`src/common/valu_pkg.sv`:
```
/*
 * Vector ALU lane package.
 * Datapath widths, instruction field types, opcode and element-width
 * encodings, and the helpers that count elements per 64-bit word.
 */
package valu_pkg;

  // Datapath geometry
  localparam int unsigned ElenBits = 64;
  localparam int unsigned StrbBits = ElenBits / 8;
  // Instruction ids in flight across the whole machine
  localparam int unsigned NrVInsn  = 8;

  typedef logic [ElenBits-1:0]        elen_t;
  typedef logic [StrbBits-1:0]        strb_t;
  typedef logic [$clog2(NrVInsn)-1:0] vid_t;
  typedef logic [15:0]                vlen_t;
  typedef logic [4:0]                 vreg_t;
  // Word address into this lane's slice of the register file
  typedef logic [11:0]                vaddr_t;

  // Element width, encoded as log2 of the byte count
  typedef enum logic [1:0] {
    EW8  = 2'd0,
    EW16 = 2'd1,
    EW32 = 2'd2,
    EW64 = 2'd3
  } vew_e;

  // Integer operations of this lane
  typedef enum logic [2:0] {
    VADD = 3'd0,
    VSUB = 3'd1,
    VAND = 3'd2,
    VOR  = 3'd3,
    VXOR = 3'd4
  } valu_op_e;

  // Elements that fit in one 64-bit word
  function automatic logic [3:0] elems_per_word(vew_e vsew);
    return 4'd8 >> vsew;
  endfunction

  // Byte enables for the lowest cnt elements of a word
  function automatic strb_t be_for(logic [3:0] cnt, vew_e vsew);
    strb_t be;
    be = '0;
    for (int unsigned b = 0; b < StrbBits; b++) begin
      // Byte b belongs to element b >> vsew
      if ((b >> vsew) < cnt) begin
        be[b] = 1'b1;
      end
    end
    return be;
  endfunction

endpackage

```
`src/source/vinsn_queue.sv`:
```
/*
 * Vector instruction queue.
 * Holds accepted instructions in a ring, presents the oldest unissued one
 * to the datapath and counts down committed elements, pulsing the
 * instruction's done bit when its last word is granted.
 */
module vinsn_queue import valu_pkg::*; #(
  parameter int unsigned VInsnQueueDepth = 4
) (
  input  logic               clk_i,
  input  logic               rst_ni,
  // New instruction
  input  logic               insn_valid_i,
  output logic               insn_ready_o,
  input  valu_op_e           op_i,
  input  vew_e               vsew_i,
  input  vlen_t              vl_i,
  input  vreg_t              vd_i,
  input  vid_t               id_i,
  input  logic               vm_i,
  input  logic               use_scalar_i,
  input  elen_t              scalar_i,
  input  logic               use_vs1_i,
  // Issue side
  output logic               issue_valid_o,
  output valu_op_e           issue_op_o,
  output vew_e               issue_vsew_o,
  output vlen_t              issue_vl_o,
  output vreg_t              issue_vd_o,
  output vid_t               issue_id_o,
  output logic               issue_vm_o,
  output logic               issue_use_scalar_o,
  output elen_t              issue_scalar_o,
  output logic               issue_use_vs1_o,
  input  logic               issue_done_i,
  // Commit side
  input  logic               commit_i,
  output logic [NrVInsn-1:0] vinsn_done_o
);

  localparam int unsigned PtrW = (VInsnQueueDepth > 1) ? $clog2(VInsnQueueDepth) : 1;
  localparam int unsigned CntW = $clog2(VInsnQueueDepth + 1);

  // Instruction storage, one array per field
  valu_op_e op_q         [VInsnQueueDepth];
  vew_e     vsew_q       [VInsnQueueDepth];
  vlen_t    vl_q         [VInsnQueueDepth];
  vreg_t    vd_q         [VInsnQueueDepth];
  vid_t     id_q         [VInsnQueueDepth];
  logic     vm_q         [VInsnQueueDepth];
  logic     use_scalar_q [VInsnQueueDepth];
  elen_t    scalar_q     [VInsnQueueDepth];
  logic     use_vs1_q    [VInsnQueueDepth];

  // Ring pointers for the three phases
  logic [PtrW-1:0] accept_pnt_q, issue_pnt_q, commit_pnt_q;
  // Instructions waiting to issue / waiting to commit
  logic [CntW-1:0] issue_cnt_q, commit_cnt_q;
  // Remaining elements of the committing instruction
  vlen_t           commit_elems_d, commit_elems_q;
  logic            accept, commit_last;
  logic [3:0]      commit_epw;

  function automatic logic [PtrW-1:0] next_pnt(logic [PtrW-1:0] pnt);
    return (pnt == PtrW'(VInsnQueueDepth - 1)) ? '0 : pnt + 1'b1;
  endfunction

  // Full once every slot holds an uncommitted instruction
  assign insn_ready_o = (commit_cnt_q != CntW'(VInsnQueueDepth));
  assign accept       = insn_valid_i & insn_ready_o;

  assign issue_valid_o      = (issue_cnt_q != '0);
  assign issue_op_o         = op_q[issue_pnt_q];
  assign issue_vsew_o       = vsew_q[issue_pnt_q];
  assign issue_vl_o         = vl_q[issue_pnt_q];
  assign issue_vd_o         = vd_q[issue_pnt_q];
  assign issue_id_o         = id_q[issue_pnt_q];
  assign issue_vm_o         = vm_q[issue_pnt_q];
  assign issue_use_scalar_o = use_scalar_q[issue_pnt_q];
  assign issue_scalar_o     = scalar_q[issue_pnt_q];
  assign issue_use_vs1_o    = use_vs1_q[issue_pnt_q];

  assign commit_epw = elems_per_word(vsew_q[commit_pnt_q]);

  always_comb begin
    commit_elems_d = commit_elems_q;
    commit_last    = 1'b0;
    vinsn_done_o   = '0;
    if (commit_i) begin
      // Last word may hold fewer elements, so clamp at zero
      commit_elems_d = (commit_elems_q > vlen_t'(commit_epw)) ?
                       commit_elems_q - vlen_t'(commit_epw) : '0;
      if ((commit_cnt_q != '0) && (commit_elems_d == '0)) begin
        commit_last                   = 1'b1;
        vinsn_done_o[id_q[commit_pnt_q]] = 1'b1;
        // Next instruction in line starts its countdown
        if (commit_cnt_q > CntW'(1)) begin
          commit_elems_d = vl_q[next_pnt(commit_pnt_q)];
        end
      end
    end
    // Commit side was (or just became) empty
    if (accept && ((commit_cnt_q == '0) || (commit_last && commit_cnt_q == CntW'(1)))) begin
      commit_elems_d = vl_i;
    end
  end

  always_ff @(posedge clk_i) begin
    if (accept) begin
      op_q[accept_pnt_q]         <= op_i;
      vsew_q[accept_pnt_q]       <= vsew_i;
      vl_q[accept_pnt_q]         <= vl_i;
      vd_q[accept_pnt_q]         <= vd_i;
      id_q[accept_pnt_q]         <= id_i;
      vm_q[accept_pnt_q]         <= vm_i;
      use_scalar_q[accept_pnt_q] <= use_scalar_i;
      scalar_q[accept_pnt_q]     <= scalar_i;
      use_vs1_q[accept_pnt_q]    <= use_vs1_i;
    end
  end

  always_ff @(posedge clk_i or negedge rst_ni) begin
    if (!rst_ni) begin
      accept_pnt_q   <= '0;
      issue_pnt_q    <= '0;
      commit_pnt_q   <= '0;
      issue_cnt_q    <= '0;
      commit_cnt_q   <= '0;
      commit_elems_q <= '0;
    end else begin
      if (accept)       accept_pnt_q <= next_pnt(accept_pnt_q);
      if (issue_done_i) issue_pnt_q  <= next_pnt(issue_pnt_q);
      if (commit_last)  commit_pnt_q <= next_pnt(commit_pnt_q);
      issue_cnt_q    <= issue_cnt_q + CntW'(accept) - CntW'(issue_done_i);
      commit_cnt_q   <= commit_cnt_q + CntW'(accept) - CntW'(commit_last);
      commit_elems_q <= commit_elems_d;
    end
  end

endmodule

```
`src/simd_alu/simd_alu.sv`:
```
/*
 * SIMD integer ALU.
 * Works on one 64-bit word as 8, 4, 2 or 1 elements. The scalar operand
 * is replicated to the element width, and the adder chain is cut at
 * every element boundary so no carry or borrow leaks into the next one.
 */
module simd_alu import valu_pkg::*; (
  input  valu_op_e op_i,
  input  vew_e     vsew_i,
  input  logic     use_scalar_i,
  input  elen_t    scalar_i,
  input  elen_t    operand_a_i,
  input  elen_t    operand_b_i,
  output elen_t    result_o
);

  elen_t             scalar_rep;
  elen_t             opa;
  elen_t             addend;
  elen_t             sum;
  logic              is_sub;
  logic              cin;
  logic [StrbBits:0] carry;
  // Bytes per element, minus one, used to spot element boundaries
  logic [3:0]        elem_bytes_m1;

  // Replicate scalar across the word
  always_comb begin
    case (vsew_i)
      EW8:     scalar_rep = {8{scalar_i[7:0]}};
      EW16:    scalar_rep = {4{scalar_i[15:0]}};
      EW32:    scalar_rep = {2{scalar_i[31:0]}};
      default: scalar_rep = scalar_i;
    endcase
  end

  // First operand is vs1 or the scalar
  assign opa = use_scalar_i ? scalar_rep : operand_a_i;

  assign elem_bytes_m1 = (4'd1 << vsew_i) - 4'd1;

  // Byte-sliced adder
  // vsub computes vs2 - vs1 as vs2 + ~vs1 + 1
  always_comb begin
    is_sub = (op_i == VSUB);
    addend = is_sub ? ~opa : opa;
    carry  = '0;
    sum    = '0;
    cin    = 1'b0;
    for (int b = 0; b < StrbBits; b++) begin
      // Lowest byte of an element restarts the chain
      if ((4'(b) & elem_bytes_m1) == 4'd0) begin
        cin = is_sub;
      end else begin
        cin = carry[b];
      end
      {carry[b+1], sum[8*b +: 8]} = {1'b0, operand_b_i[8*b +: 8]} +
                                    {1'b0, addend[8*b +: 8]} + 9'(cin);
    end
  end

  // Result select
  always_comb begin
    case (op_i)
      VADD,
      VSUB:    result_o = sum;
      VAND:    result_o = operand_b_i & opa;
      VOR:     result_o = operand_b_i | opa;
      VXOR:    result_o = operand_b_i ^ opa;
      default: result_o = '0;
    endcase
  end

endmodule

```
`src/source/elem_seq.sv`:
```
/*
 * Issue-side element sequencer.
 * Decides when a word can fire, acknowledges its operands and mask,
 * and produces the word's register-file address and byte enables
 * while counting down the elements left to issue.
 */
module elem_seq import valu_pkg::*; #(
  parameter int unsigned VregWords = 32
) (
  input  logic   clk_i,
  input  logic   rst_ni,
  // Issuing instruction
  input  logic   issue_valid_i,
  input  vew_e   issue_vsew_i,
  input  vlen_t  issue_vl_i,
  input  vreg_t  issue_vd_i,
  input  logic   issue_vm_i,
  input  logic   issue_use_vs1_i,
  // Operand and mask sources
  input  logic   operand_a_valid_i,
  input  logic   operand_b_valid_i,
  output logic   operand_a_ready_o,
  output logic   operand_b_ready_o,
  input  strb_t  mask_i,
  input  logic   mask_valid_i,
  output logic   mask_ready_o,
  // Result queue back-pressure
  input  logic   rq_full_i,
  // Per-word control
  output logic   word_fire_o,
  output logic   issue_done_o,
  output vaddr_t word_addr_o,
  output strb_t  word_be_o
);

  // Remaining count, valid once the instruction has fired its first word
  vlen_t      remaining_q;
  logic       loaded_q;
  vlen_t      remaining, remaining_next, done_elems;
  logic [3:0] epw, elem_cnt;
  logic [1:0] shamt;

  // Fresh instruction reads vl directly
  assign remaining = loaded_q ? remaining_q : issue_vl_i;
  assign epw       = elems_per_word(issue_vsew_i);
  assign elem_cnt  = (remaining < vlen_t'(epw)) ? remaining[3:0] : epw;

  assign remaining_next = remaining - vlen_t'(elem_cnt);

  // Fire needs operands, mask if masked, and room in the result queue
  assign word_fire_o = issue_valid_i & ~rq_full_i &
                       (operand_a_valid_i | ~issue_use_vs1_i) &
                       operand_b_valid_i &
                       (mask_valid_i | issue_vm_i);

  assign operand_a_ready_o = word_fire_o & issue_use_vs1_i;
  assign operand_b_ready_o = word_fire_o;
  assign mask_ready_o      = word_fire_o & ~issue_vm_i;
  assign issue_done_o      = word_fire_o & (remaining_next == '0);

  // Word index = elements done / elements per word
  assign done_elems  = issue_vl_i - remaining;
  assign shamt       = 2'd3 - issue_vsew_i;
  assign word_addr_o = vaddr_t'(issue_vd_i) * vaddr_t'(VregWords) +
                       vaddr_t'(done_elems >> shamt);

  // Tail elements off, masked elements off when vm is low
  assign word_be_o = be_for(elem_cnt, issue_vsew_i) &
                     (issue_vm_i ? {StrbBits{1'b1}} : mask_i);

  always_ff @(posedge clk_i or negedge rst_ni) begin
    if (!rst_ni) begin
      remaining_q <= '0;
      loaded_q    <= 1'b0;
    end else if (word_fire_o) begin
      remaining_q <= remaining_next;
      // Next instruction reloads from its own vl
      loaded_q    <= ~issue_done_o;
    end
  end

endmodule

```
`src/source/result_queue.sv`:
```
/*
 * Result queue.
 * Stores each fired word together with its address, byte enables and
 * id, presents the oldest entry as a register-file request and frees
 * it on grant, reporting every granted word as a commit.
 */
module result_queue import valu_pkg::*; #(
  parameter int unsigned ResultQueueDepth = 2
) (
  input  logic   clk_i,
  input  logic   rst_ni,
  // Write side
  input  logic   word_fire_i,
  input  elen_t  wdata_i,
  input  vaddr_t addr_i,
  input  strb_t  be_i,
  input  vid_t   id_i,
  output logic   full_o,
  // Register-file side
  output logic   res_req_o,
  output vaddr_t res_addr_o,
  output elen_t  res_wdata_o,
  output strb_t  res_be_o,
  output vid_t   res_id_o,
  input  logic   res_gnt_i,
  // Granted word, one per cycle at most
  output logic   commit_o
);

  localparam int unsigned PtrW = (ResultQueueDepth > 1) ? $clog2(ResultQueueDepth) : 1;
  localparam int unsigned CntW = $clog2(ResultQueueDepth + 1);

  // Entry payload
  elen_t  wdata_q [ResultQueueDepth];
  vaddr_t addr_q  [ResultQueueDepth];
  strb_t  be_q    [ResultQueueDepth];
  vid_t   id_q    [ResultQueueDepth];

  logic [PtrW-1:0] write_pnt_q, read_pnt_q;
  logic [CntW-1:0] cnt_q;
  logic            push, pop;

  function automatic logic [PtrW-1:0] next_pnt(logic [PtrW-1:0] pnt);
    return (pnt == PtrW'(ResultQueueDepth - 1)) ? '0 : pnt + 1'b1;
  endfunction

  assign full_o = (cnt_q == CntW'(ResultQueueDepth));
  assign push   = word_fire_i & ~full_o;
  assign pop    = res_req_o & res_gnt_i;

  // Oldest entry goes out
  assign res_req_o   = (cnt_q != '0);
  assign res_addr_o  = addr_q[read_pnt_q];
  assign res_wdata_o = wdata_q[read_pnt_q];
  assign res_be_o    = be_q[read_pnt_q];
  assign res_id_o    = id_q[read_pnt_q];
  assign commit_o    = pop;

  always_ff @(posedge clk_i) begin
    if (push) begin
      wdata_q[write_pnt_q] <= wdata_i;
      addr_q[write_pnt_q]  <= addr_i;
      be_q[write_pnt_q]    <= be_i;
      id_q[write_pnt_q]    <= id_i;
    end
  end

  always_ff @(posedge clk_i or negedge rst_ni) begin
    if (!rst_ni) begin
      write_pnt_q <= '0;
      read_pnt_q  <= '0;
      cnt_q       <= '0;
    end else begin
      if (push) begin
        write_pnt_q <= next_pnt(write_pnt_q);
      end
      if (pop) begin
        read_pnt_q <= next_pnt(read_pnt_q);
      end
      // Push and pop in one cycle leave the count alone
      cnt_q <= cnt_q + CntW'(push) - CntW'(pop);
    end
  end

endmodule

```
`src/source/valu_top.sv`:
```
/*
 * Vector integer ALU lane.
 * Instruction queue feeding an element sequencer and a SIMD ALU side by
 * side; their word and metadata meet in the result queue.
 */
module valu_top import valu_pkg::*; #(
  parameter int unsigned VInsnQueueDepth  = 4,
  parameter int unsigned ResultQueueDepth = 2,
  parameter int unsigned VregWords        = 32
) (
  input  logic               clk_i,
  input  logic               rst_ni,
  // Instruction
  input  logic               insn_valid_i,
  output logic               insn_ready_o,
  input  valu_op_e           op_i,
  input  vew_e               vsew_i,
  input  vlen_t              vl_i,
  input  vreg_t              vd_i,
  input  vid_t               id_i,
  input  logic               vm_i,
  input  logic               use_scalar_i,
  input  elen_t              scalar_i,
  input  logic               use_vs1_i,
  // Operands and mask
  input  elen_t              operand_a_i,
  input  logic               operand_a_valid_i,
  output logic               operand_a_ready_o,
  input  elen_t              operand_b_i,
  input  logic               operand_b_valid_i,
  output logic               operand_b_ready_o,
  input  strb_t              mask_i,
  input  logic               mask_valid_i,
  output logic               mask_ready_o,
  // Register-file write
  output logic               res_req_o,
  output vaddr_t             res_addr_o,
  output elen_t              res_wdata_o,
  output strb_t              res_be_o,
  output vid_t               res_id_o,
  input  logic               res_gnt_i,
  output logic [NrVInsn-1:0] vinsn_done_o
);

  // Issuing instruction fields
  logic     issue_valid, issue_vm, issue_use_scalar, issue_use_vs1;
  valu_op_e issue_op;
  vew_e     issue_vsew;
  vlen_t    issue_vl;
  vreg_t    issue_vd;
  vid_t     issue_id;
  elen_t    issue_scalar;
  // Word handshake between blocks
  logic     word_fire, issue_done, rq_full, commit;
  vaddr_t   word_addr;
  strb_t    word_be;
  elen_t    alu_result;

  vinsn_queue #(
    .VInsnQueueDepth(VInsnQueueDepth)
  ) i_vinsn_queue (
    .clk_i, .rst_ni, .insn_valid_i, .insn_ready_o,
    .op_i, .vsew_i, .vl_i, .vd_i, .id_i, .vm_i, .use_scalar_i, .scalar_i, .use_vs1_i,
    .issue_valid_o     (issue_valid),
    .issue_op_o        (issue_op),
    .issue_vsew_o      (issue_vsew),
    .issue_vl_o        (issue_vl),
    .issue_vd_o        (issue_vd),
    .issue_id_o        (issue_id),
    .issue_vm_o        (issue_vm),
    .issue_use_scalar_o(issue_use_scalar),
    .issue_scalar_o    (issue_scalar),
    .issue_use_vs1_o   (issue_use_vs1),
    .issue_done_i      (issue_done),
    .commit_i          (commit),
    .vinsn_done_o
  );

  elem_seq #(
    .VregWords(VregWords)
  ) i_elem_seq (
    .clk_i, .rst_ni,
    .issue_valid_i  (issue_valid),
    .issue_vsew_i   (issue_vsew),
    .issue_vl_i     (issue_vl),
    .issue_vd_i     (issue_vd),
    .issue_vm_i     (issue_vm),
    .issue_use_vs1_i(issue_use_vs1),
    .operand_a_valid_i, .operand_b_valid_i, .operand_a_ready_o, .operand_b_ready_o,
    .mask_i, .mask_valid_i, .mask_ready_o,
    .rq_full_i      (rq_full),
    .word_fire_o    (word_fire),
    .issue_done_o   (issue_done),
    .word_addr_o    (word_addr),
    .word_be_o      (word_be)
  );

  simd_alu i_simd_alu (
    .op_i        (issue_op),
    .vsew_i      (issue_vsew),
    .use_scalar_i(issue_use_scalar),
    .scalar_i    (issue_scalar),
    .operand_a_i,
    .operand_b_i,
    .result_o    (alu_result)
  );

  result_queue #(
    .ResultQueueDepth(ResultQueueDepth)
  ) i_result_queue (
    .clk_i, .rst_ni,
    .word_fire_i(word_fire),
    .wdata_i    (alu_result),
    .addr_i     (word_addr),
    .be_i       (word_be),
    .id_i       (issue_id),
    .full_o     (rq_full),
    .res_req_o, .res_addr_o, .res_wdata_o, .res_be_o, .res_id_o, .res_gnt_i,
    .commit_o   (commit)
  );

endmodule

```
`config.mk`:
```
export PLATFORM = sky130hd
export DESIGN_NAME = valu_top
export DESIGN_NICKNAME = d
export VERILOG_FILES = /design/src/common/valu_pkg.sv /design/src/source/vinsn_queue.sv /design/src/simd_alu/simd_alu.sv /design/src/source/elem_seq.sv /design/src/source/result_queue.sv /design/src/source/valu_top.sv
export SDC_FILE = /design/constraint.sdc
export NUM_CORES = 1
export LEC_CHECK = 0
export BUFFER_PORTS_ARGS = -buffer_cell sky130_fd_sc_hd__buf_2
export CAP_MARGIN = 20
export CORE_ASPECT_RATIO = 1.25
export CORE_MARGIN = 2
export CORE_UTILIZATION = 65
export DETAILED_ROUTE_END_ITERATION = 16
export PLACE_DENSITY = 0.86
export SYNTH_ARGS = -nofsm -noshare
export SYNTH_HDL_FRONTEND = slang
export SYNTH_HIERARCHICAL = 1
export SYNTH_SLANG_ARGS = --single-unit
```
`constraint.sdc`:
```
create_clock -name clk_i -period 43.2 [get_ports clk_i]
set_input_delay 2.16 -clock clk_i [delete_from_list [all_inputs] [get_ports clk_i]]
set_output_delay 2.16 -clock clk_i [all_outputs]
set_load 0.03 [all_outputs]
```
---- Word-level counts from Yosys, hierarchy flattened ----
Memory sizes are Yosys's and may differ from the RTL's.
Index checks and enable logic that the tools add are counted.
operators by class
  $mul .................................... 0
  $lt $le $gt $ge ......................... 13
  equality and inequality tests ........... 12
  shift operators ......................... 12
  reduce and logical (&&, ||, !) cells .... 22
  add/subtract/negate cells ............... 33
  muxes and demuxes ....................... 42
  div/mod/pow operators ................... 0
  bitwise operators ....................... 21
operators with widths
  kind                    number
  $lt A32 B4 Y1           8
  $pmux W64 S4            1
  $pmux W64 S3            1
  $mux W64                2
  $shr A3 B2 Y32 const A  4
  $mux W16                6
  $and A64 B64 Y64        1
  $not A64 Y64            1
  $or A64 B64 Y64         1
  $shr A1 B2 Y32 const A  2
  $shr A2 B2 Y32 const A  2
  $xor A64 B64 Y64        1
  $add A8 B8 Y9           7
  $add A9 B1 Y9           7
  $logic_not A16 Y1       2
  $sub A16 B4 Y16         2
  $logic_not A4 Y1        7
  $mux W1                 24
  $mux W8                 3
  $gt A16 B4 Y1           1
  $lt A16 B4 Y1           1
  $shr A16 B2 Y12         1
  $sub A16 B16 Y16        1
  $add A10 B12 Y12        1
  35 further kinds        68
storage, ports and cells
  memories kept ........................... 13
  memory bits (read-only) ................. 0
  RAM bits ................................ 558
  latch bits .............................. 0
  word-level logic and storage cells ...... 179
  bits of input ports ..................... 239
  flip-flop bits (word level) ............. 49
memory list
  memory                  words  bits a word  rd ports  clocked after memory_dff  wr ports  line                RTL
  i_vinsn_queue.scalar_q  4      64           1         0                         1         vinsn_queue.sv:52   elen_t scalar_q [VInsnQueueDepth];
  i_result_queue.wdata_q  2      64           1         0                         1         result_queue.sv:34  elen_t wdata_q [ResultQueueDepth];
  i_vinsn_queue.vl_q      4      16           2         0                         1         vinsn_queue.sv:47   vlen_t vl_q [VInsnQueueDepth];
  i_result_queue.addr_q   2      12           1         0                         1         result_queue.sv:35  vaddr_t addr_q [ResultQueueDepth];
  i_vinsn_queue.vd_q      4      5            1         0                         1         vinsn_queue.sv:48   vreg_t vd_q [VInsnQueueDepth];
  i_result_queue.be_q     2      8            1         0                         1         result_queue.sv:36  strb_t be_q [ResultQueueDepth];
  7 more memories         n/a    n/a          n/a       n/a                       n/a       n/a

---- Logic depth before layout (Yosys ltp) ----
Gate-level depths: netlist (run 1).
An unclocked memory read counts as a cell.
  depth in word-level cells ............... 23
  mapped depth ............................ 72
  gate-level depth less buffers ........... 67

---- By module ----
The synthesis (run 1) kept the hierarchy.
modules (own cells, without submodules)
  module        seq. area each (um2)  area an instance (um2)  cells each  instances
  vinsn_queue   12,231.7              16,688.5                820         1
  simd_alu      0.0                   8,434.3                 1,212       1
  result_queue  5,325.1               6,555.0                 289         1
  elem_seq      425.4                 3,412.0                 448         1

---- Worst setup path after synthesis (run 1) ----
No wires, ideal clock.
  path type ............................... flip-flop to flip-flop
  from .................................... register i_vinsn_queue.issue_pnt_q[0]
  to ...................................... memory i_result_queue/wdata_q[0][62] in the netlist's numbering (data pin)
  data arrival time ....................... 15.599 ns
  clock period less this slack ............ 15.873 ns
  stages on the path, launching flop included .. 72
  path slack .............................. 27.327 ns
  path buffers ............................ 5
  cell sequence ........................... dfrtp_1 clkbuf_1 buf_1 mux4_2 clkbuf_1 nor3b_2 buf_2 buf_2 xnor2_1 fa_1 a21o_1 a21oi_1 o21ai_0 a21oi_1 o21ai_0 and2_1 fa_1 fa_1 [... 36 more ...] o21ai_0 a31oi_1 fa_1 fa_1 a21o_1 a21oi_1 o21ai_0 o211a_1 o21ai_0 a21oi_1 fa_1 fa_1 a21o_1 a21oi_1 o21bai_1 a21oi_1 xor2_1 o21ai_0
between the ends
  elaborated cells on any way between the ends .. 53
  those cells by class .................... add/sub (17); eq/ne (6); shift (1); mux (11); bitwise (4); reduce/logical (10); memory (4)
RTL lines
  what                      line                            RTL
  start: declaration        vinsn_queue.sv:56               logic [PtrW-1:0] accept_pnt_q, issue_pnt_q, commit_pnt_q;
  start signal: assignment  vinsn_queue.sv:132              if (issue_done_i) issue_pnt_q <= next_pnt(issue_pnt_q);
  $mem_v2 Z4 W3 *           n/a
  net issue_op[1]           valu_top.sv:47                  valu_op_e issue_op;
  $eq A3 B1 Y1              simd_alu.sv:45, simd_alu.sv:64
  $mux W64                  simd_alu.sv:46                  addend = is_sub ? ~opa : opa;
  $add A8 B8 Y9             simd_alu.sv:57                  {carry[b+1], sum[8*b +: 8]} = {1'b0, operand_b_i[8*b +: 8]} +
  $add A9 B1 Y9             simd_alu.sv:58                  {1'b0, addend[8*b +: 8]} + 9'(cin);
  $mux W1                   simd_alu.sv:52                  if ((4'(b) & elem_bytes_m1) == 4'd0) begin
  $add A9 B1 Y9             simd_alu.sv:58
  [... 6 more ...]          n/a
  $mux W1                   simd_alu.sv:52
  $add A9 B1 Y9             simd_alu.sv:58
  $mux W1                   simd_alu.sv:52
  $add A9 B1 Y9             simd_alu.sv:58
  $mux W1                   simd_alu.sv:52
  $add A8 B1 Y8             simd_alu.sv:58
  $pmux W64 S4 *            simd_alu.sv:64                  case (op_i)
  net alu_result[62]        valu_top.sv:57                  elen_t alu_result;
  end: declaration          result_queue.sv:34
The timed path passes the listed nets; every way through them passes the cells marked *.

---- Worst setup path after layout (run 1) ----
  from .................................... register i_vinsn_queue.issue_pnt_q[1]
  to ...................................... memory i_result_queue/wdata_q[1][62] in the netlist's numbering (data pin)
between the ends
  elaborated cells on any way between the ends .. 53
  those cells by class .................... add/sub (17); eq/ne (6); shift (1); mux (11); bitwise (4); reduce/logical (10); memory (4)
RTL lines
  what                  line            RTL
  $mem_v2 Z4 W1 *       n/a
  net issue_use_scalar  valu_top.sv:46  logic issue_valid, issue_vm, issue_use_scalar, issue_use_vs1;
  $mux W64 *            simd_alu.sv:38  assign opa = use_scalar_i ? scalar_rep : operand_a_i;
  $not A64 Y64          simd_alu.sv:46
  $mux W64              simd_alu.sv:46
  $add A8 B8 Y9         simd_alu.sv:57
  $add A9 B1 Y9         simd_alu.sv:58
  $mux W1               simd_alu.sv:52
  [... 7 more ...]      n/a
  $mux W1               simd_alu.sv:52
  $add A9 B1 Y9         simd_alu.sv:58
  $mux W1               simd_alu.sv:52
  $add A9 B1 Y9         simd_alu.sv:58
  $mux W1               simd_alu.sv:52
  $add A8 B1 Y8         simd_alu.sv:58
  $pmux W64 S4 *        simd_alu.sv:64
  net alu_result[62]    valu_top.sv:57
Marked as above.

==> results.json, run 1 <==
{
  "status": "finished, final reports clean",
  "drt_wl_total_mm": 103,
  "critPathMaxStageDelay_ns": 0.94,
  "drt_iter0_drc": 2812,
  "crit_fanout": 54,
  "fin_setup_tns_ns": 0,
  "drive_gt1_share_pct": 23.6,
  "power_density_nw_per_um2": 68.9,
  "netlist.area_leader.share_pct": 47.8,
  "yosysUniqueCellTypes": 96,
  "htree_levels": 2,
  "initial_utilization_pct": 65.5,
  "reg2reg_setup_slack_ns": 25.41,
  "synthCells": 2769,
  "critPathKind": "flop to flop",
  "drv_slew": 0,
  "cts.sinks": 607,
  "grt.overflow.total": 0,
  "grt_pass1_wl_mm": 152,
  "netlist_top_cells_count": "558 x edfxtp_1, 229 x ha_1, 205 x nor2_1",
  "hold_viol_final": 0,
  "cp.required_ns": 43.53,
  "cts_buffers": 57,
  "relSlewSlack_pct": 19.3,
  "fin_area_um2": 39300,
  "leakagePower_nw": 15.2,
  "cts_tree": "built",
  "startpoint": "i_vinsn_queue/issue_pnt_q[1]$_DFFE_PN0P_",
  "drc": 0,
  "period_share_pct": 41.2,
  "fp.dieArea_um2": 55900,
  "via_count": 25100,
  "async_reset_ff_share_pct": 8.07,
  "area_growth_pct": 11.9,
  "routedWlPerCell_um": 26.8,
  "synth_largest_area_cell": "edfxtp_1",
  "grt_pass1_vias": 24500,
  "syn_nets": 3257,
  "holdWs_ns": 0.473,
  "ir_worst_vdd_v": 0.0000550,
  "gp_congestion": 0.985,
  "numPortBuffers": 338,
  "worstReg2RegEnd": "i_result_queue/wdata_q[1][62]$_DFFE_PP_",
  "ys.flop_type": "edfxtp_1",
  "antenna_found_initial": 21,
  "hp-class": "flop to flop",
  "cts.clk_slew.worst_paths_ns": 0.07,
  "nNetsFinal": 3541,
  "endpoint": "i_result_queue/wdata_q[1][62]$_DFFE_PP_",
  "cap_violations": 0,
  "worst-r2r-cell-count": 67,
  "place_inst": 3720,
  "synth-seq-cells": 607,
  "grt_usage_pct": 36.7,
  "ys_seq_area_share_pct": 51.2,
  "postCtsHoldBufs": 0,
  "arrival_ns": 18.12,
  "worst_pin_slew_ns": 1.20,
  "core_um2": 53600,
  "post_cts_resized": 0,
  "num_rows": 95,
  "ant_nets": 0,
  "grt_max_degree": 77,
  "cts_setup_buffers": 0,
  "synth.most_common_cell": "edfxtp_1",
  "rsz0062_at_grt": "no",
  "dpl_cell_area_um2": 37300,
  "fin_crit_ns": 17.79,
  "yosys_warnings": 6,
  "vias_per_cell": 6.52,
  "final_cells": 3846,
  "die_w_um": 212,
  "synth.cell_area_um2": 35100,
  "avgSynthCellArea_um2": 12.7,
  "fin_skew_ns": 0.0451,
  "fmax_mhz": 56.2,
  "synthTopCellsByArea": "edfxtp_1 48%, ha_1 8.2%, mux4_2 7.6%",
  "cts_root_buffer": "clkbuf_16",
  "cp_slowest_cell": "dfrtp_4",
  "io_pins": 339,
  "first_pass_iters": 6,
  "crit_path_start_kind": "flop",
  "clockBufferDepth": 3,
  "clk_latency_ns": 0.66,
  "crit_path_end_kind": "flop",
  "setup_viol": 0,
  "r2r_start": "i_vinsn_queue/issue_pnt_q[1]$_DFFE_PN0P_",
  "nFillCells": 3458,
  "die_h_um": 264,
  "dp_hpwl_mm": 72.2,
  "synth_edf_count": 558
}
layer usage:
metal | up-vias | part of all wire (%) | GRT usage (%)
li1 | 10900 | - | -
met1 | 12400 | 38 | 49.2
met2 | 1468 | 48 | 59.9
met3 | 269 | 9.3 | 6.37
met4 | 20 | 4.6 | 14.8
met5 | - | 0.13 | 0
worst min path at each step:
stage	startpoint	endpoint	slack, ns	depth (start not counted)
2_1_floorplan	i_vinsn_queue/issue_cnt_q[2]$_DFF_PN0_	i_vinsn_queue/issue_cnt_q[2]$_DFF_PN0_	0.44	1
3_3_place_gp	i_vinsn_queue/issue_cnt_q[2]$_DFF_PN0_	i_vinsn_queue/issue_cnt_q[2]$_DFF_PN0_	0.45	1
3_5_place_dp	i_vinsn_queue/issue_cnt_q[2]$_DFF_PN0_	i_vinsn_queue/issue_cnt_q[2]$_DFF_PN0_	0.46	1
4_1_cts	i_vinsn_queue/issue_cnt_q[2]$_DFF_PN0_	i_vinsn_queue/issue_cnt_q[2]$_DFF_PN0_	0.48	1
5_1_grt	i_vinsn_queue/issue_cnt_q[2]$_DFF_PN0_	i_vinsn_queue/issue_cnt_q[2]$_DFF_PN0_	0.50	1
6_report	i_vinsn_queue/issue_cnt_q[2]$_DFF_PN0_	i_vinsn_queue/issue_cnt_q[2]$_DFF_PN0_	0.47	1
critical path, delay by kind of cell, from the launching register on:
kind                     cells  cell delay [ns]
XOR/XNOR                     2             0.31
multiplexers                 2             1.28
AO/OA/AOI/OAI               45             7.68
AND/OR/NAND/NOR              2             0.37
buffers and inverters        1             0.49
adder cells (fa/ha/maj)     15             6.33
flip-flops                   1             0.94
power by group:
group	switching [mW]	internal (mW)
clock	0.233	0.273
combinational	0.834	0.479
sequential	0.0633	0.823
total	1.13	1.58
layout by cell type, fill, tap and decap left out, types with 11 or more instances in the layout:
master	Yosys	layout
o31ai_1	14	14
nand2b_1	25	24
o21ai_0	144	144
xnor2_1	97	97
nor2_1	205	202
nor2b_1	26	26
inv_1	191	191
buf_4	6	34
a211oi_1	44	44
mux2_4	21	21
nor3_1	36	36
clkbuf_1	84	13
a31oi_1	29	29
a21oi_1	181	181
edfxtp_1	558	558
nand3_1	36	36
xor2_1	53	53
fa_1	20	20
nand4_1	19	19
a22oi_1	17	17
clkbuf_16	0	57
nand2_1	100	100
o21ai_1	11	11
ha_1	229	229
mux4_2	118	116
mux2_2	78	78
mux2i_1	101	101
o21bai_1	14	14
a21o_1	26	26
dfrtp_1	49	46
diode_2	0	17
buf_2	31	338
state kept, by name (all words and copies together) (netlist names), 6 cells and up:
register	flops
i_vinsn_queue/vd_q	20
i_vinsn_queue/id_q	12
i_vinsn_queue/op_q	12
i_result_queue/addr_q	24
i_result_queue/wdata_q	128
i_result_queue/id_q	6
i_elem_seq/remaining_q	16
i_vinsn_queue/vsew_q	8
i_vinsn_queue/vl_q	64
i_result_queue/be_q	16
i_vinsn_queue/scalar_q	256
i_vinsn_queue/commit_elems_q	16
through the flow:
step / setup slack, ns / util (%) / total power, mW
2_1_floorplan: 27.33 / - / 1.81
6_report: 25.41 / 73.2 / 2.71
4_1_cts: 25.52 / 73.1 / 2.69
3_3_place_gp: 25.97 / 69.6 / 2.13
3_5_place_dp: 25.54 / 69.6 / 2.17
5_1_grt: 24.25 / 73.2 / 2.84
layout make-up:
cell class / count / area, um^2 / area share (%)
multi-input cells: 1819 / 15700 / 40.1
clock buffers: 71 / 1490 / 3.79
well taps: 727 / 910 / 2.32
flip-flops and latches: 607 / 18000 / 45.8
clock inverters: 37 / 398 / 1.01
inverters: 195 / 737 / 1.88
diodes: 17 / 42.5 / 0.108
repair buffers: 373 / 1950 / 4.98
cells by family (layout without fill, tap and decap cells):
family                     Yosys count  count (layout)  synth area share, %
adders and majority gates          251             251                 9.36
AOI/OAI and AO/OA                  566             566                 10.1
xor gates and xnor gates           150             150                 3.74
buffers and inverters              343             676                 4.07
muxes                              323             323                 14.2
DFF                                607             607                 51.2
and+or+nand+nor                    529             529                 7.29
other                                0              17                    0
Power figures use the tool's default switching activity.
==> inputs of run 2 (changes only) <==
- CORE_UTILIZATION: 65 -> 55
- PLACE_DENSITY: 0.86 -> 0.78
- clock period: 43.2 -> 14.43 ns (I/O delays scaled with it)
==> run 2 against run 1 <==
Against the previous run: total power grew to 3.0 times the previous value; clock skew grew 0.0031 ns; combinational power grew to 3.1 times the previous value; global-route usage shrank 6.6 points; largest power group unchanged; sequential power grew to 3.0 times the previous value; first-iteration DRC count shrank 21%; non-clock buffer count grew 80; final cell count grew 4.9%; flip-flop and latch count is the same; die area grew 18%; clock power grew to 2.9 times the previous value; count of clock-buffer cells in the layout shrank 6.
==> results.json, run 2 (synthesis gave the netlist of run 1 again) <==
{
  "critPathMaxStageDelay_ns": 0.51,
  "worst_pin_slew_ns": 1.15,
  "largest_registers": "i_vinsn_queue/scalar_q: 256 flops, i_result_queue/wdata_q: 128 flops, i_vinsn_queue/vl_q: 64 flops",
  "crit_fanout": 4,
  "fin_area_um2": 40200,
  "drv_slew": 0,
  "drive_gt1_share_pct": 27.0,
  "io_pins": 339,
  "use_met2_pct": 49.0,
  "hold_viol_final": 0,
  "grt_pass1_vias": 24200,
  "first_pass_iters": 5,
  "cts_buffers": 57,
  "relSlewSlack_pct": 22.0,
  "cp_slowest_cell": "dfrtp_4",
  "cts.clk_slew.worst_paths_ns": 0.07,
  "initial_utilization_pct": 55.6,
  "clockPowerShare_pct": 18.0,
  "cts_tree": "built",
  "met3_usage_pct": 5.04,
  "p_int_mw": 4.85,
  "routedWlPerCell_um": 25.0,
  "fin_skew_ns": 0.0482,
  "drc": 0,
  "fmax_mhz": 71.1,
  "mostFrequentLayoutCell": "edfxtp_1",
  "via_count": 24800,
  "multi_input_area_um2": 15900,
  "period_share_pct": 97.5,
  "final_cells": 4033,
  "leakagePower_nw": 15.7,
  "cts.sinks": 607,
  "final_core_util_pct": 63.7,
  "nNetsFinal": 3621,
  "gr-usage-met1_pct": 40.6,
  "ir_worst_vdd_v": 0.000154,
  "cp.required_ns": 14.75,
  "rsz0062_at_grt": "yes",
  "p_switching_mw": 3.35,
  "gp_congestion": 0.964,
  "cap_violations": 0,
  "grt_max_degree": 88,
  "power_density_nw_per_um2": 204,
  "register_area_um2": 18000,
  "power_frac_seq_pct": 32.1,
  "switching_share_pct": 40.8,
  "power.total_mw": 8.20,
  "area_growth_pct": 14.6,
  "grt_usage_pct": 30.1,
  "clockBufferDepth": 3,
  "grt.overflow.total": 0,
  "crit_path_end_kind": "flop",
  "vias_per_cell": 6.16,
  "ant_nets": 0,
  "drt_iter0_drc": 2226,
  "setup_viol": 0,
  "fin_crit_ns": 14.07,
  "fp.dieArea_um2": 65800,
  "die_w_um": 230,
  "arrival_ns": 14.38,
  "numPortBuffers": 338,
  "reg2reg_setup_slack_ns": 0.36,
  "core_um2": 63100,
  "critPathKind": "flop to flop",
  "htree_levels": 2,
  "dp_hpwl_mm": 73.4,
  "largest_register_ffs": 256,
  "regMostFlops": "i_vinsn_queue/scalar_q",
  "dpl_cell_area_um2": 37900,
  "final_cell_mix": "558 x edfxtp_1, 338 x buf_2, 229 x ha_1, 203 x nor2_1, 191 x inv_1",
  "crit_path_start_kind": "flop",
  "busiest_layer": "met2",
  "cts_root_buffer": "clkbuf_16",
  "clk_latency_ns": 0.65,
  "status": "finished, final reports clean",
  "hp-class": "primary input to asynchronous set/reset pin",
  "place_inst": 3887,
  "combPwrFrac_pct": 49.8,
  "nFillCells": 4709,
  "antenna_found_initial": 25,
  "drt_wl_total_mm": 101,
  "num_rows": 103,
  "path_common_cell": "fa_2",
  "die_h_um": 286,
  "grt_pass1_wl_mm": 149
}
==> run 2: timing repair <==
| item | 4_1_cts | 5_1_grt |
|---|---|---|
| resized for setup | 33 | 20 |
| endpoints found under the setup margin | 10 | 14 |
| pin swaps | 28 | 32 |
| setup buffers | 13 | 12 |
| hold buffers | 0 | 0 |
==> run 2: path summary, 6_finish.rpt <==
check	start	to	cells after the start
min in group clk_i	scalar_i[16]	i_vinsn_queue/scalar_q[1][16]$_DFFE_PP_	1
worst max register to register	i_vinsn_queue/issue_pnt_q[0]$_DFFE_PN0P_	i_result_queue/wdata_q[1][62]$_DFFE_PP_	67
worst max-delay path	i_vinsn_queue/issue_pnt_q[0]$_DFFE_PN0P_	i_result_queue/wdata_q[1][62]$_DFFE_PP_	67
worst min register to register	i_vinsn_queue/issue_cnt_q[2]$_DFF_PN0_	i_vinsn_queue/issue_cnt_q[2]$_DFF_PN0_	1
worst min-delay path	rst_ni	i_result_queue/cnt_q[0]$_DFF_PN0_	2
max in group asynchronous	rst_ni	i_result_queue/read_pnt_q$_DFFE_PN0P_	2
==> run 2: per-layer routing <==
layer  vias up  part of all wire, %
li1      11100                    -
met1     12400                   40
met2      1060                   48
met3       227                  7.7
met4        30                  4.2
met5         -                 0.20
==> run 2: layout make-up <==
type / count / share of cell area (%)
multi-input combinational: 1819 / 39.6
antenna: 12 / 0.0747
clock buffer: 65 / 3.67
clock inverter: 42 / 0.909
tap: 840 / 2.61
timing repair buffer: 453 / 6.54
inverter: 195 / 1.83
sequential: 607 / 44.8
==> run 2: through the flow <==
step	setup WS (ns)	TNS [ns]	hold WS, ns
after floorplan	0.000806	0	0.426
after global placement	-0.0170	-0.0339	0.458
after detailed placement	-0.374	-1.50	0.467
after CTS	0.0222	0	0.236
after global routing	-0.251	-0.672	0.270
final	0.364	0	0.231
==> run 2: power by group through the flow <==
stage / clock [mW] / sequential [mW] / combinational (mW)
after global placement: 0 / 2.63 / 3.82
after floorplan: 0 / 2.60 / 2.85
after detailed placement: 0 / 2.67 / 3.92
after global routing: 1.56 / 2.67 / 4.43
final: 1.48 / 2.64 / 4.09
after CTS: 1.50 / 2.64 / 4.00
==> run 2: critical path, delay by kind of cell, from the launching register on <==
family,cells,cell delay (ns)
fa+ha+maj,15,5.59
mux,1,0.47
compound gates,45,5.96
xor+xnor,2,0.28
simple gates,3,0.76
buf+inv,1,0.14
flops,1,0.51
